==> config.mk <==
export PLATFORM = sky130hd
export DESIGN_NAME = core_top
export DESIGN_NICKNAME = d
export VERILOG_FILES = /design/src/hdl/core_pkg.sv /design/src/hdl/core_top.sv /design/src/hdl/core_pcu.sv /design/src/hdl/core_lsu.sv /design/src/hdl/core_exu.sv /design/src/hdl/core_csr.sv /design/src/hdl/core_regfile.sv /design/src/hdl/core_idu.sv /design/src/hdl/core_ifu.sv
export VERILOG_INCLUDE_DIRS = /design/src /design/src/include
export SDC_FILE = /design/constraint.sdc
export NUM_CORES = 2
export LEC_CHECK = 0
export ABC_AREA = 0
export BUFFER_PORTS_ARGS = -buffer_cell sky130_fd_sc_hd__buf_4
export CORE_MARGIN = 3
export CORE_UTILIZATION = 69
export CTS_BUF_LIST = sky130_fd_sc_hd__clkbuf_4 sky130_fd_sc_hd__clkbuf_8 sky130_fd_sc_hd__clkbuf_16
export DETAILED_ROUTE_END_ITERATION = 6
export MAX_ROUTING_LAYER = met4
export PLACE_DENSITY = 0.87
export SLEW_MARGIN = 20
export SYNTH_ARGS = -nofsm -noshare
export SYNTH_HDL_FRONTEND = slang
export SYNTH_HIERARCHICAL = 1
export SYNTH_SLANG_ARGS = --single-unit
==> constraint.sdc <==
create_clock -name clock -period 22.2 [get_ports clock]
set_input_delay 4.44 -clock clock [delete_from_list [all_inputs] [get_ports clock]]
set_output_delay 4.44 -clock clock [all_outputs]
set_load 0.005 [all_outputs]
==> src/include/core_config.svh <==
`ifndef CORE_CONFIG_SVH
`define CORE_CONFIG_SVH

// architectural register count for RV32E.
`define REG_COUNT 16

`define RESET_PC 32'h0000_0000

`define CSR_MSTATUS 12'h300
`define CSR_MTVEC   12'h305
`define CSR_MEPC    12'h341
`define CSR_MCAUSE  12'h342

// environment call from machine mode.
`define ECALL_CAUSE 32'd11

`endif
==> src/hdl/core_pkg.sv <==
package core_pkg;

    typedef logic [31:0] word_t;
    typedef logic [3:0]  reg_addr_t;
    typedef logic [11:0] csr_addr_t;
    typedef logic [3:0]  strb_t;

    typedef enum logic [3:0] {
        ALU_ADD, ALU_SUB, ALU_SLL, ALU_SLT, ALU_SLTU,
        ALU_XOR, ALU_SRL, ALU_SRA, ALU_OR, ALU_AND
    } alu_op_t;

    typedef enum logic [3:0] {
        BR_NONE, BR_BEQ, BR_BNE, BR_BLT, BR_BGE,
        BR_BLTU, BR_BGEU, BR_JAL, BR_JALR
    } br_op_t;

    typedef enum logic [1:0] {MEM_NONE, MEM_LOAD, MEM_STORE} mem_op_t;

    // encoded as funct3[1:0] of loads and stores.
    typedef enum logic [1:0] {SIZE_BYTE, SIZE_HALF, SIZE_WORD} mem_size_t;

    typedef enum logic [2:0] {WB_NONE, WB_ALU, WB_MEM, WB_CSR, WB_LINK} wb_sel_t;

    typedef enum logic [2:0] {SYS_NONE, SYS_CSRRW, SYS_CSRRS, SYS_ECALL, SYS_MRET} sys_op_t;

    typedef struct packed {
        reg_addr_t rs1;
        reg_addr_t rs2;
        reg_addr_t rd;
        word_t     imm;
        alu_op_t   alu_op;
        logic      a_pc;
        logic      b_imm;
        br_op_t    br_op;
        mem_op_t   mem_op;
        mem_size_t mem_size;
        logic      mem_unsigned;
        wb_sel_t   wb_sel;
        sys_op_t   sys_op;
        csr_addr_t csr_addr;
    } decode_t;

    typedef struct packed {
        logic  valid;
        logic  we;
        word_t addr;
        word_t wdata;
        strb_t strb;
    } mem_req_t;

    typedef enum logic [1:0] {ST_FETCH, ST_EXECUTE, ST_MEMORY} fetch_state_t;

endpackage

==> src/hdl/core_top.sv <==
module core_top import core_pkg::*; (
    input  logic     clock,
    input  logic     arst_n,
    output mem_req_t mem_req,
    input  logic     mem_ready,
    input  word_t    mem_rdata,
    output word_t    pc,
    output word_t    inst,
    output logic     retire
);

    decode_t  dec;
    mem_req_t fetch_req, data_req;
    logic     fetching, fetch_ready, data_ready, is_mem, mem_done, taken;
    word_t    rs1_val, rs2_val, result, load_val, csr_rdata;
    word_t    trap_vec, epc, target, link, wb_data;

    // the fetch unit owns the memory port during the fetch phase.
    assign mem_req     = fetching ? fetch_req : data_req;
    assign fetch_ready = fetching && mem_ready;
    assign data_ready  = !fetching && mem_ready;

    assign is_mem = (dec.mem_op != MEM_NONE);
    assign link   = pc + 32'd4;
    assign target = (dec.br_op == BR_JALR) ? result : pc + dec.imm;

    always_comb begin
        case (dec.wb_sel)
            WB_MEM:  wb_data = load_val;
            WB_CSR:  wb_data = csr_rdata;
            WB_LINK: wb_data = link;
            default: wb_data = result;
        endcase
    end

    core_ifu u_ifu (
        .clock(clock), .arst_n(arst_n), .pc(pc), .fetch_ready(fetch_ready),
        .fetch_rdata(mem_rdata), .is_mem(is_mem), .mem_done(mem_done),
        .fetch_req(fetch_req), .fetching(fetching), .inst(inst), .retire(retire)
    );

    core_idu u_idu (.inst(inst), .dec(dec));

    core_regfile u_regfile (
        .clock(clock), .arst_n(arst_n), .we(retire && (dec.wb_sel != WB_NONE)),
        .waddr(dec.rd), .raddr1(dec.rs1), .raddr2(dec.rs2), .wdata(wb_data),
        .rdata1(rs1_val), .rdata2(rs2_val)
    );

    core_csr u_csr (
        .clock(clock), .arst_n(arst_n), .retire(retire), .dec(dec), .pc(pc),
        .wdata(rs1_val), .rdata(csr_rdata), .trap_vec(trap_vec), .epc(epc)
    );

    core_exu u_exu (
        .dec(dec), .pc(pc), .rs1_val(rs1_val), .rs2_val(rs2_val),
        .result(result), .taken(taken)
    );

    core_lsu u_lsu (
        .clock(clock), .arst_n(arst_n), .active(is_mem && !fetching), .dec(dec),
        .addr(result), .store_val(rs2_val), .data_req(data_req), .data_ready(data_ready),
        .data_rdata(mem_rdata), .load_val(load_val), .done(mem_done)
    );

    core_pcu u_pcu (
        .clock(clock), .arst_n(arst_n), .retire(retire), .dec(dec), .taken(taken),
        .target(target), .trap_vec(trap_vec), .epc(epc), .pc(pc)
    );

endmodule

==> src/hdl/core_pcu.sv <==
`include "core_config.svh"

module core_pcu import core_pkg::*; (
    input  logic    clock,
    input  logic    arst_n,
    input  logic    retire,
    input  decode_t dec,
    input  logic    taken,
    input  word_t   target,
    input  word_t   trap_vec,
    input  word_t   epc,
    output word_t   pc
);

    word_t pc_next;

    always_comb begin
        if (dec.sys_op == SYS_ECALL) begin
            pc_next = trap_vec;
        end else if (dec.sys_op == SYS_MRET) begin
            pc_next = epc;
        end else if (taken) begin
            pc_next = (dec.br_op == BR_JALR) ? {target[31:1], 1'b0} : target;
        end else begin
            pc_next = pc + 32'd4;
        end
    end

    always_ff @(posedge clock or negedge arst_n) begin
        if (!arst_n) begin
            pc <= `RESET_PC;
        end else if (retire) begin
            pc <= pc_next;
        end
    end

    // targets come from the decoder, the ALU and the CSRs.
    assert property (@(posedge clock) disable iff (!arst_n)
        retire |=> pc[1:0] == 2'b00)
        else $error("misaligned pc %h", pc);

endmodule

==> src/hdl/core_lsu.sv <==
module core_lsu import core_pkg::*; (
    input  logic     clock,
    input  logic     arst_n,
    input  logic     active,
    input  decode_t  dec,
    input  word_t    addr,
    input  word_t    store_val,
    output mem_req_t data_req,
    input  logic     data_ready,
    input  word_t    data_rdata,
    output word_t    load_val,
    output logic     done
);

    logic       armed;
    logic [4:0] shift;
    strb_t      strb;
    word_t      raw;

    // active rises in execute; the request waits one cycle for the memory state.
    always_ff @(posedge clock or negedge arst_n) begin
        if (!arst_n) begin
            armed <= 1'b0;
        end else begin
            armed <= active && !done;
        end
    end

    assign shift = {addr[1:0], 3'b000};

    always_comb begin
        case (dec.mem_size)
            SIZE_BYTE: strb = 4'b0001 << addr[1:0];
            SIZE_HALF: strb = 4'b0011 << addr[1:0];
            default:   strb = 4'b1111;
        endcase
    end

    always_comb begin
        data_req       = '0;
        data_req.valid = active && armed;
        data_req.we    = (dec.mem_op == MEM_STORE);
        data_req.addr  = {addr[31:2], 2'b00};
        data_req.wdata = store_val << shift;
        data_req.strb  = strb;
    end

    assign done = data_req.valid && data_ready;

    assign raw = data_rdata >> shift;

    always_comb begin
        case (dec.mem_size)
            SIZE_BYTE: load_val = dec.mem_unsigned ? {24'b0, raw[7:0]}
                                                   : {{24{raw[7]}}, raw[7:0]};
            SIZE_HALF: load_val = dec.mem_unsigned ? {16'b0, raw[15:0]}
                                                   : {{16{raw[15]}}, raw[15:0]};
            default:   load_val = raw;
        endcase
    end

    // a store that crosses a word boundary loses strobe bits in the shift.
    assert property (@(posedge clock) disable iff (!arst_n)
        data_req.valid && data_req.we |-> $countones(data_req.strb) == (32'd1 << dec.mem_size))
        else $error("store request with a truncated byte strobe");

endmodule

==> src/hdl/core_exu.sv <==
module core_exu import core_pkg::*; (
    input  decode_t dec,
    input  word_t   pc,
    input  word_t   rs1_val,
    input  word_t   rs2_val,
    output word_t   result,
    output logic    taken
);

    word_t op_a, op_b;
    logic  lt_s, lt_u, eq;

    assign op_a = dec.a_pc ? pc : rs1_val;
    assign op_b = dec.b_imm ? dec.imm : rs2_val;

    // loads and stores take their address from the add below.
    always_comb begin
        case (dec.alu_op)
            ALU_ADD:  result = op_a + op_b;
            ALU_SUB:  result = op_a - op_b;
            ALU_SLL:  result = op_a << op_b[4:0];
            ALU_SLT:  result = {31'b0, $signed(op_a) < $signed(op_b)};
            ALU_SLTU: result = {31'b0, op_a < op_b};
            ALU_XOR:  result = op_a ^ op_b;
            ALU_SRL:  result = op_a >> op_b[4:0];
            ALU_SRA:  result = word_t'($signed(op_a) >>> op_b[4:0]);
            ALU_OR:   result = op_a | op_b;
            default:  result = op_a & op_b;
        endcase
    end

    assign eq   = (rs1_val == rs2_val);
    assign lt_s = ($signed(rs1_val) < $signed(rs2_val));
    assign lt_u = (rs1_val < rs2_val);

    always_comb begin
        case (dec.br_op)
            BR_BEQ:  taken = eq;
            BR_BNE:  taken = !eq;
            BR_BLT:  taken = lt_s;
            BR_BGE:  taken = !lt_s;
            BR_BLTU: taken = lt_u;
            BR_BGEU: taken = !lt_u;
            BR_JAL:  taken = 1'b1;
            BR_JALR: taken = 1'b1;
            default: taken = 1'b0;
        endcase
    end

endmodule

==> src/hdl/core_csr.sv <==
`include "core_config.svh"

module core_csr import core_pkg::*; (
    input  logic    clock,
    input  logic    arst_n,
    input  logic    retire,
    input  decode_t dec,
    input  word_t   pc,
    input  word_t   wdata,
    output word_t   rdata,
    output word_t   trap_vec,
    output word_t   epc
);

    word_t mstatus, mtvec, mepc, mcause;
    word_t new_val;

    always_comb begin
        case (dec.csr_addr)
            `CSR_MSTATUS: rdata = mstatus;
            `CSR_MTVEC:   rdata = mtvec;
            `CSR_MEPC:    rdata = mepc;
            `CSR_MCAUSE:  rdata = mcause;
            default:      rdata = '0;
        endcase
    end

    assign new_val = (dec.sys_op == SYS_CSRRS) ? (rdata | wdata) : wdata;

    always_ff @(posedge clock or negedge arst_n) begin
        if (!arst_n) begin
            mstatus <= '0;
            mtvec   <= '0;
            mepc    <= '0;
            mcause  <= '0;
        end else if (retire) begin
            if ((dec.sys_op == SYS_CSRRW) || (dec.sys_op == SYS_CSRRS)) begin
                case (dec.csr_addr)
                    `CSR_MSTATUS: mstatus <= new_val;
                    `CSR_MTVEC:   mtvec   <= new_val;
                    `CSR_MEPC:    mepc    <= new_val;
                    `CSR_MCAUSE:  mcause  <= new_val;
                    default: ;
                endcase
            end else if (dec.sys_op == SYS_ECALL) begin
                mepc    <= pc;
                mcause  <= `ECALL_CAUSE;
                // stack MIE into MPIE and record machine mode in MPP.
                mstatus <= {mstatus[31:13], 2'b11, mstatus[10:8], mstatus[3],
                            mstatus[6:4], 1'b0, mstatus[2:0]};
            end else if (dec.sys_op == SYS_MRET) begin
                mstatus <= {mstatus[31:8], 1'b1, mstatus[6:4], mstatus[7], mstatus[2:0]};
            end
        end
    end

    assign trap_vec = {mtvec[31:2], 2'b00};
    assign epc      = mepc;

endmodule

==> src/hdl/core_regfile.sv <==
`include "core_config.svh"

module core_regfile import core_pkg::*; (
    input  logic      clock,
    input  logic      arst_n,
    input  logic      we,
    input  reg_addr_t waddr,
    input  reg_addr_t raddr1,
    input  reg_addr_t raddr2,
    input  word_t     wdata,
    output word_t     rdata1,
    output word_t     rdata2
);

    word_t regs [`REG_COUNT];

    always_ff @(posedge clock or negedge arst_n) begin
        if (!arst_n) begin
            for (int i = 0; i < `REG_COUNT; i++) begin
                regs[i] <= '0;
            end
        end else if (we && (waddr != '0)) begin
            regs[waddr] <= wdata;
        end
    end

    // x0 is never written, so it keeps its reset value.
    assign rdata1 = regs[raddr1];
    assign rdata2 = regs[raddr2];

endmodule

==> src/hdl/core_idu.sv <==
module core_idu import core_pkg::*; (
    input  word_t   inst,
    output decode_t dec
);

    logic [6:0] opcode;
    logic [2:0] funct3;

    assign opcode = inst[6:0];
    assign funct3 = inst[14:12];

    function automatic alu_op_t alu_from_funct(input logic [2:0] f3, input logic alt);
        alu_op_t op;
        case (f3)
            3'b000:  op = alt ? ALU_SUB : ALU_ADD;
            3'b001:  op = ALU_SLL;
            3'b010:  op = ALU_SLT;
            3'b011:  op = ALU_SLTU;
            3'b100:  op = ALU_XOR;
            3'b101:  op = alt ? ALU_SRA : ALU_SRL;
            3'b110:  op = ALU_OR;
            default: op = ALU_AND;
        endcase
        return op;
    endfunction

    always_comb begin
        dec          = '0;
        dec.rs1      = inst[18:15];
        dec.rs2      = inst[23:20];
        dec.rd       = inst[10:7];
        dec.csr_addr = inst[31:20];
        dec.mem_size = mem_size_t'(funct3[1:0]);
        dec.mem_unsigned = funct3[2];
        case (opcode)
            7'b0110111: begin
                // lui adds the immediate to a forced x0.
                dec.rs1    = '0;
                dec.imm    = {inst[31:12], 12'b0};
                dec.b_imm  = 1'b1;
                dec.wb_sel = WB_ALU;
            end
            7'b0010111: begin
                dec.imm    = {inst[31:12], 12'b0};
                dec.a_pc   = 1'b1;
                dec.b_imm  = 1'b1;
                dec.wb_sel = WB_ALU;
            end
            7'b1101111: begin
                dec.imm    = {{12{inst[31]}}, inst[19:12], inst[20], inst[30:21], 1'b0};
                dec.br_op  = BR_JAL;
                dec.wb_sel = WB_LINK;
            end
            7'b1100111: begin
                dec.imm    = {{20{inst[31]}}, inst[31:20]};
                dec.b_imm  = 1'b1;
                dec.br_op  = BR_JALR;
                dec.wb_sel = WB_LINK;
            end
            7'b1100011: begin
                dec.imm = {{20{inst[31]}}, inst[7], inst[30:25], inst[11:8], 1'b0};
                case (funct3)
                    3'b000:  dec.br_op = BR_BEQ;
                    3'b001:  dec.br_op = BR_BNE;
                    3'b100:  dec.br_op = BR_BLT;
                    3'b101:  dec.br_op = BR_BGE;
                    3'b110:  dec.br_op = BR_BLTU;
                    default: dec.br_op = BR_BGEU;
                endcase
            end
            7'b0000011: begin
                dec.imm    = {{20{inst[31]}}, inst[31:20]};
                dec.b_imm  = 1'b1;
                dec.mem_op = MEM_LOAD;
                dec.wb_sel = WB_MEM;
            end
            7'b0100011: begin
                dec.imm    = {{20{inst[31]}}, inst[31:25], inst[11:7]};
                dec.b_imm  = 1'b1;
                dec.mem_op = MEM_STORE;
            end
            7'b0010011: begin
                dec.imm    = {{20{inst[31]}}, inst[31:20]};
                dec.b_imm  = 1'b1;
                dec.alu_op = alu_from_funct(funct3, (funct3 == 3'b101) && inst[30]);
                dec.wb_sel = WB_ALU;
            end
            7'b0110011: begin
                dec.alu_op = alu_from_funct(funct3, inst[30]);
                dec.wb_sel = WB_ALU;
            end
            7'b1110011: begin
                if (funct3 == 3'b001) begin
                    dec.sys_op = SYS_CSRRW;
                    dec.wb_sel = WB_CSR;
                end else if (funct3 == 3'b010) begin
                    dec.sys_op = SYS_CSRRS;
                    dec.wb_sel = WB_CSR;
                end else begin
                    // mret sets bit 21 of the funct12 field, ecall leaves it clear.
                    dec.sys_op = inst[21] ? SYS_MRET : SYS_ECALL;
                end
            end
            default: ;
        endcase
    end

endmodule

==> src/hdl/core_ifu.sv <==
module core_ifu import core_pkg::*; (
    input  logic     clock,
    input  logic     arst_n,
    input  word_t    pc,
    input  logic     fetch_ready,
    input  word_t    fetch_rdata,
    input  logic     is_mem,
    input  logic     mem_done,
    output mem_req_t fetch_req,
    output logic     fetching,
    output word_t    inst,
    output logic     retire
);

    fetch_state_t state, state_next;
    logic         running;

    // running holds the first request back until one edge after reset release.
    always_ff @(posedge clock or negedge arst_n) begin
        if (!arst_n) begin
            state   <= ST_FETCH;
            running <= 1'b0;
        end else begin
            state   <= state_next;
            running <= 1'b1;
        end
    end

    always_comb begin
        state_next = state;
        case (state)
            ST_FETCH:   if (fetch_req.valid && fetch_ready) state_next = ST_EXECUTE;
            ST_EXECUTE: state_next = is_mem ? ST_MEMORY : ST_FETCH;
            ST_MEMORY:  if (mem_done) state_next = ST_FETCH;
            default:    state_next = ST_FETCH;
        endcase
    end

    always_ff @(posedge clock) begin
        if (fetch_req.valid && fetch_ready) begin
            inst <= fetch_rdata;
        end
    end

    always_comb begin
        fetch_req       = '0;
        fetch_req.valid = running && (state == ST_FETCH);
        fetch_req.addr  = pc;
        fetch_req.strb  = 4'hf;
    end

    assign fetching = (state == ST_FETCH);
    assign retire   = ((state == ST_EXECUTE) && !is_mem) || ((state == ST_MEMORY) && mem_done);

    // the pc feeding the request must not move until memory accepts it.
    assert property (@(posedge clock) disable iff (!arst_n)
        fetch_req.valid && !fetch_ready |=> $stable(fetch_req))
        else $error("fetch request changed during a wait state");

endmodule

==> run metrics, run 1 <==
status stopped before the end; Halt Stage 5_1_grt; First Err [ERROR GRT-0232] Routing congestion too high. Check the congestion heatmap in the GUI.; port bufs 169; CTS Buf Count 74; Starting Density 70.2%; Site Rows 102; initial antenna violation count 74; CTS max path bufs 3; number of synthesized register bits 708; post-CTS sizing 0; Cell variety after synth 121; Placed Instances 6,310; total global routing overflow 230; largest net degree at the start of global routing 178; cell taking the most area after synthesis dfrtp_1; gr usage total 84.3%; RePlAce Congestion 1.14; # Post-CTS Setup Buffers 0; htree depth 3; die width 288 um; Syn Std Cell Area 55,000 um^2; post-synthesis cell count 5,519; total I/O pin count 170; Sink Count 708; Synth async-reset ratio 95.5%; cell area after placement 56,000 um^2; hpwl dp 178 mm; Area contributors post-synth dfrtp_1, mux2_2, mux4_2, mux2i_1, ha_1; share of the synthesized area in the top cell type 30.8%; Die Height 288 um; root buffer cell clkbuf_16; mean post-synth cell area 9.96 um^2; sequential-to-total area share from yosys stat 32.5%; Post-synth EDFFs 32; CTS Hold Buffers Added 0; Yosys warning count 6; ys flop type dfrtp_1
## layer usage
metal / track usage [%] / GRT overflow
met2: 92.8 / 78
met5: - / -
met3: 75.3 / 46
met4: 74.4 / 82
met1: 87.1 / 24
## cell families after synthesis
kind of cell | count (synthesis) | share of synthesized area (%)
xor+xnor | 81 | 1.29
mux | 1073 | 26.8
buf+inv | 796 | 7.24
flops | 708 | 32.5
simple gates | 1294 | 11.5
compound gates | 1397 | 16.9
other cells | 4 | 0.0273
fa+ha+maj | 166 | 3.82
## Yosys cell counts (all sizes together) (14+ instances only)
library cell,n
o21bai,31
a22oi,198
o22ai,91
dfrtp,676
o31ai,25
o21ai,212
nand2,425
nor3,67
o211ai,46
nor2,347
buf,348
o2bb2ai,35
a21o,51
nor2b,58
and3,25
mux2i,237
ha,162
edfxtp,32
a21boi,15
xor2,24
or3,20
a31oi,79
o221ai,25
nand2b,34
nand3,87
nor4,38
inv,167
mux2,579
a2111oi,14
or2,17
o21a,47
a21oi,344
xnor2,57
clkbuf,280
nand4,28
mux4,257
nand3b,17
a211oi,44
and2,71
a221oi,22
## metrics by stage
step	utilization, %	worst slack, ns
3_5_place_dp	71.6	8.43
4_1_cts	74.8	7.21
3_3_place_gp	71.6	8.57
2_1_floorplan	-	11.64
==> run 2: changes to the inputs <==
- CORE_UTILIZATION: 69 -> 40
- CTS_BUF_LIST: sky130_fd_sc_hd__clkbuf_4 sky130_fd_sc_hd__clkbuf_8 sky130_fd_sc_hd__clkbuf_16 -> not set
- MAX_ROUTING_LAYER: met4 -> not set
- PLACE_DENSITY: 0.87 -> not set
- PLACE_DENSITY_LB_ADDON: not set -> 0.15
==> run 2 against run 1 <==
  * The flow now finishes without violations
  * Synthesized cell count stayed put
  * Synthesized area is the same
==> run metrics, run 2 <==
initial antenna violation count 20; Vias 48,094; Worst Reg-to-Reg Cells 29; largest net degree at the start of global routing 150; crit path kind reg2out; Final setup viols 0; fin crit share 67.1%; count leader, synth dfrtp_1 (unchanged); mean post-synth cell area 9.96 um^2 (unchanged); clk slew on worst S/H paths 0.06 ns; DRC 0; # Post-CTS Setup Buffers 0 (unchanged); post-synthesis cell count 5,519 (unchanged); total global routing overflow 0; Critical Path Start u_ifu/inst[6]$_DFFE_PP_; Core Box Area 136,000 um^2; Yosys warning count 6 (unchanged); Worst Setup End Kind output port; register area 17,900 um^2; vias in the first global route 45,492; Switching Share 23.1%; nature of the critical path startpoint register; hpwl dp 178 mm (about the same); Multi-input gate area 33,600 um^2; post-route ant nets 0; reg2reg setup slack 10.64 ns; largest register by flop count u_regfile/regs; post-CTS sizing 0 (unchanged); Max-Cap Viols 0; maximum vdd drop 0.0707 mV; final slew viol count 0; Post-synth EDFFs 32 (unchanged); adder-cell share of the synthesized area 3.82% (unchanged); Comb power frac 1.7%; RePlAce Congestion 1.02 (was 1.14); cell taking the most area after synthesis dfrtp_1 (unchanged); pwr dens 45.6 nW/um^2; Crit path max-delay family buffers and inverters; Setup WS post-layout 7.30 ns; Fill cells 13,100; critical path arrival 10.46 ns; compound-cell area share of the yosys netlist 16.9% (unchanged); Reg power frac 47.7%; Sum Neg Setup Slack 0 ns; main combinational cell family by area after synthesis multiplexers (unchanged); Bufs and invs on worst path 6; Sink Count 708 (unchanged); Rel. slew slack 15.2%; Post-synth top cells dfrtp_1, mux2_2, nand2_1 (unchanged); total I/O pin count 170 (unchanged); Slew @ Worst Pin 1.27 ns; fin crit period 14.90 ns; Worst path max stage delay 0.73 ns; root buffer cell clkbuf_16 (unchanged); skew final 0.0409 ns; most frequent cells in the layout dfrtp_1, mux2_2, nand2_1; number of synthesized register bits 708 (unchanged); htree depth 3 (unchanged); Via density 6.67; first-pass GRT wire length 351 mm; FF-to-FF Start u_ifu/inst[20]$_DFFE_PP_; CTS tree built; Critical Path Sink mem_req[0]; final WL 252 mm; Site Rows 135 (was 102); area grow syn2layout 8.81%; fmax 67.1 MHz; Hold Crit Class reg2reg; die area 142,000 um^2; Die Height 377 um (was 288 um); Hold Violations, Final 0; share of the synthesized area in the top cell type 30.8% (unchanged); most common cell after layout, fill and taps aside dfrtp_1; Worst path depth 25; ys flop type dfrtp_1 (unchanged); Cell variety after synth 121 (unchanged); gr usage total 34.5%; Post-Synth Simple-Gate Area 11.5% (unchanged); Syn Std Cell Area 55,000 um^2 (unchanged); CTS Hold Buffers Added 0 (unchanged); clock power share 50.6%; 1st-iter DRT viols 6,742; worst slack, placed 8.24 ns (was 8.43 ns); CTS Buf Count 80 (was 74); share of cells above drive strength 1 26.5%; unrepaired setup endpoints after global routing no; reg2reg end u_regfile/regs[306]$_DFFE_PN0P_; DR pass1 iterations 7; sequential-to-total area share from yosys stat 32.5% (unchanged); port bufs 169 (unchanged); die width 377 um (was 288 um); Synth async-reset ratio 95.5% (unchanged); Routed wire per std cell 34.9 um; clk_lat worst skew 0.71 ns; CP dominant cell by count buf_4; sw power 0.629 mW; Area contributors post-synth dfrtp_1, mux2_2, mux4_2, mux2i_1, ha_1 (unchanged); slowest CP cell buf_4; Starting Density 40.4% (was 70.2%); Synth Area in XOR/XNOR 1.29% (unchanged); CTS max path bufs 3 (unchanged); final net count 5,560; Pleak 25.8 nW; status completed (was stopped before the end); max FFs per register 512; Worst EP required 17.76 ns; mux cell area share after synthesis 26.8% (unchanged); CP max FO 95; Cell Int Power 2.10 mW
run 2: layout make-up:
type | instances | area share (%)
Tap cell | 1781 | 3.73
Multi-Input combinational cell | 4053 | 56.3
Clock buffer | 117 | 4.01
Clock inverter | 27 | 0.513
Sequential cell | 708 | 29.9
Antenna cell | 6 | 0.0251
Timing Repair Buffer | 349 | 4.52
Inverter | 168 | 1.05
run 2: layer usage:
layer,GRT usage (%),share of wire [%],vias up
li1,-,-,20125
met1,47.4,41,24539
met2,50.4,42,2871
met3,8.10,10,549
met4,18.2,6.2,10
met5,0,0.023,-
run 2: cells by family after synthesis:
kind of cell	Yosys count
AO/OA/AOI/OAI	1397
AND/OR/NAND/NOR	1294
multiplexers	1073
buffers and inverters	796
flip-flops	708
adder cells (fa/ha/maj)	166
XOR/XNOR	81
other	4
run 2: worst min-delay path by stage:
stage                                     from  depth (start not counted)                              end
2_1_floorplan            u_lsu/armed$_DFF_PN0_                          1            u_lsu/armed$_DFF_PN0_
4_1_cts        u_regfile/regs[498]$_DFFE_PN0P_                          0  u_regfile/regs[498]$_DFFE_PN0P_
3_5_place_dp   u_regfile/regs[493]$_DFFE_PN0P_                          0  u_regfile/regs[493]$_DFFE_PN0P_
6_report       u_regfile/regs[498]$_DFFE_PN0P_                          0  u_regfile/regs[498]$_DFFE_PN0P_
5_1_grt        u_regfile/regs[491]$_DFFE_PN0P_                          0  u_regfile/regs[491]$_DFFE_PN0P_
3_3_place_gp   u_regfile/regs[501]$_DFFE_PN0P_                          0  u_regfile/regs[501]$_DFFE_PN0P_
run 2: power by group through the flow:
stage	Sequential, mW	Combinational, mW	Clock, mW
2_1_floorplan	1.32	0.0102	0
3_3_place_gp	1.32	0.0478	0
3_5_place_dp	1.32	0.0478	0
4_1_cts	1.30	0.0478	1.41
5_1_grt	1.30	0.0529	1.45
6_report	1.30	0.0475	1.38
run 2: metrics by stage:
step / power [mW] / utilization (%) / cells / hold WS, ns / cell area (um^2)
final: 2.73 / 44.0 / 7209 / 0.390 / 59800
after global placement: 1.37 / 41.9 / 7058 / 0.377 / 57000
after floorplan: 1.33 / - / 5557 / 0.435 / 55100
after global routing: 2.81 / 44.0 / 7205 / 0.404 / 59800
after detailed placement: 1.37 / 42.0 / 7058 / 0.383 / 57100
after CTS: 2.75 / 43.9 / 7202 / 0.397 / 59800
(Power assumes the default switching activity.)
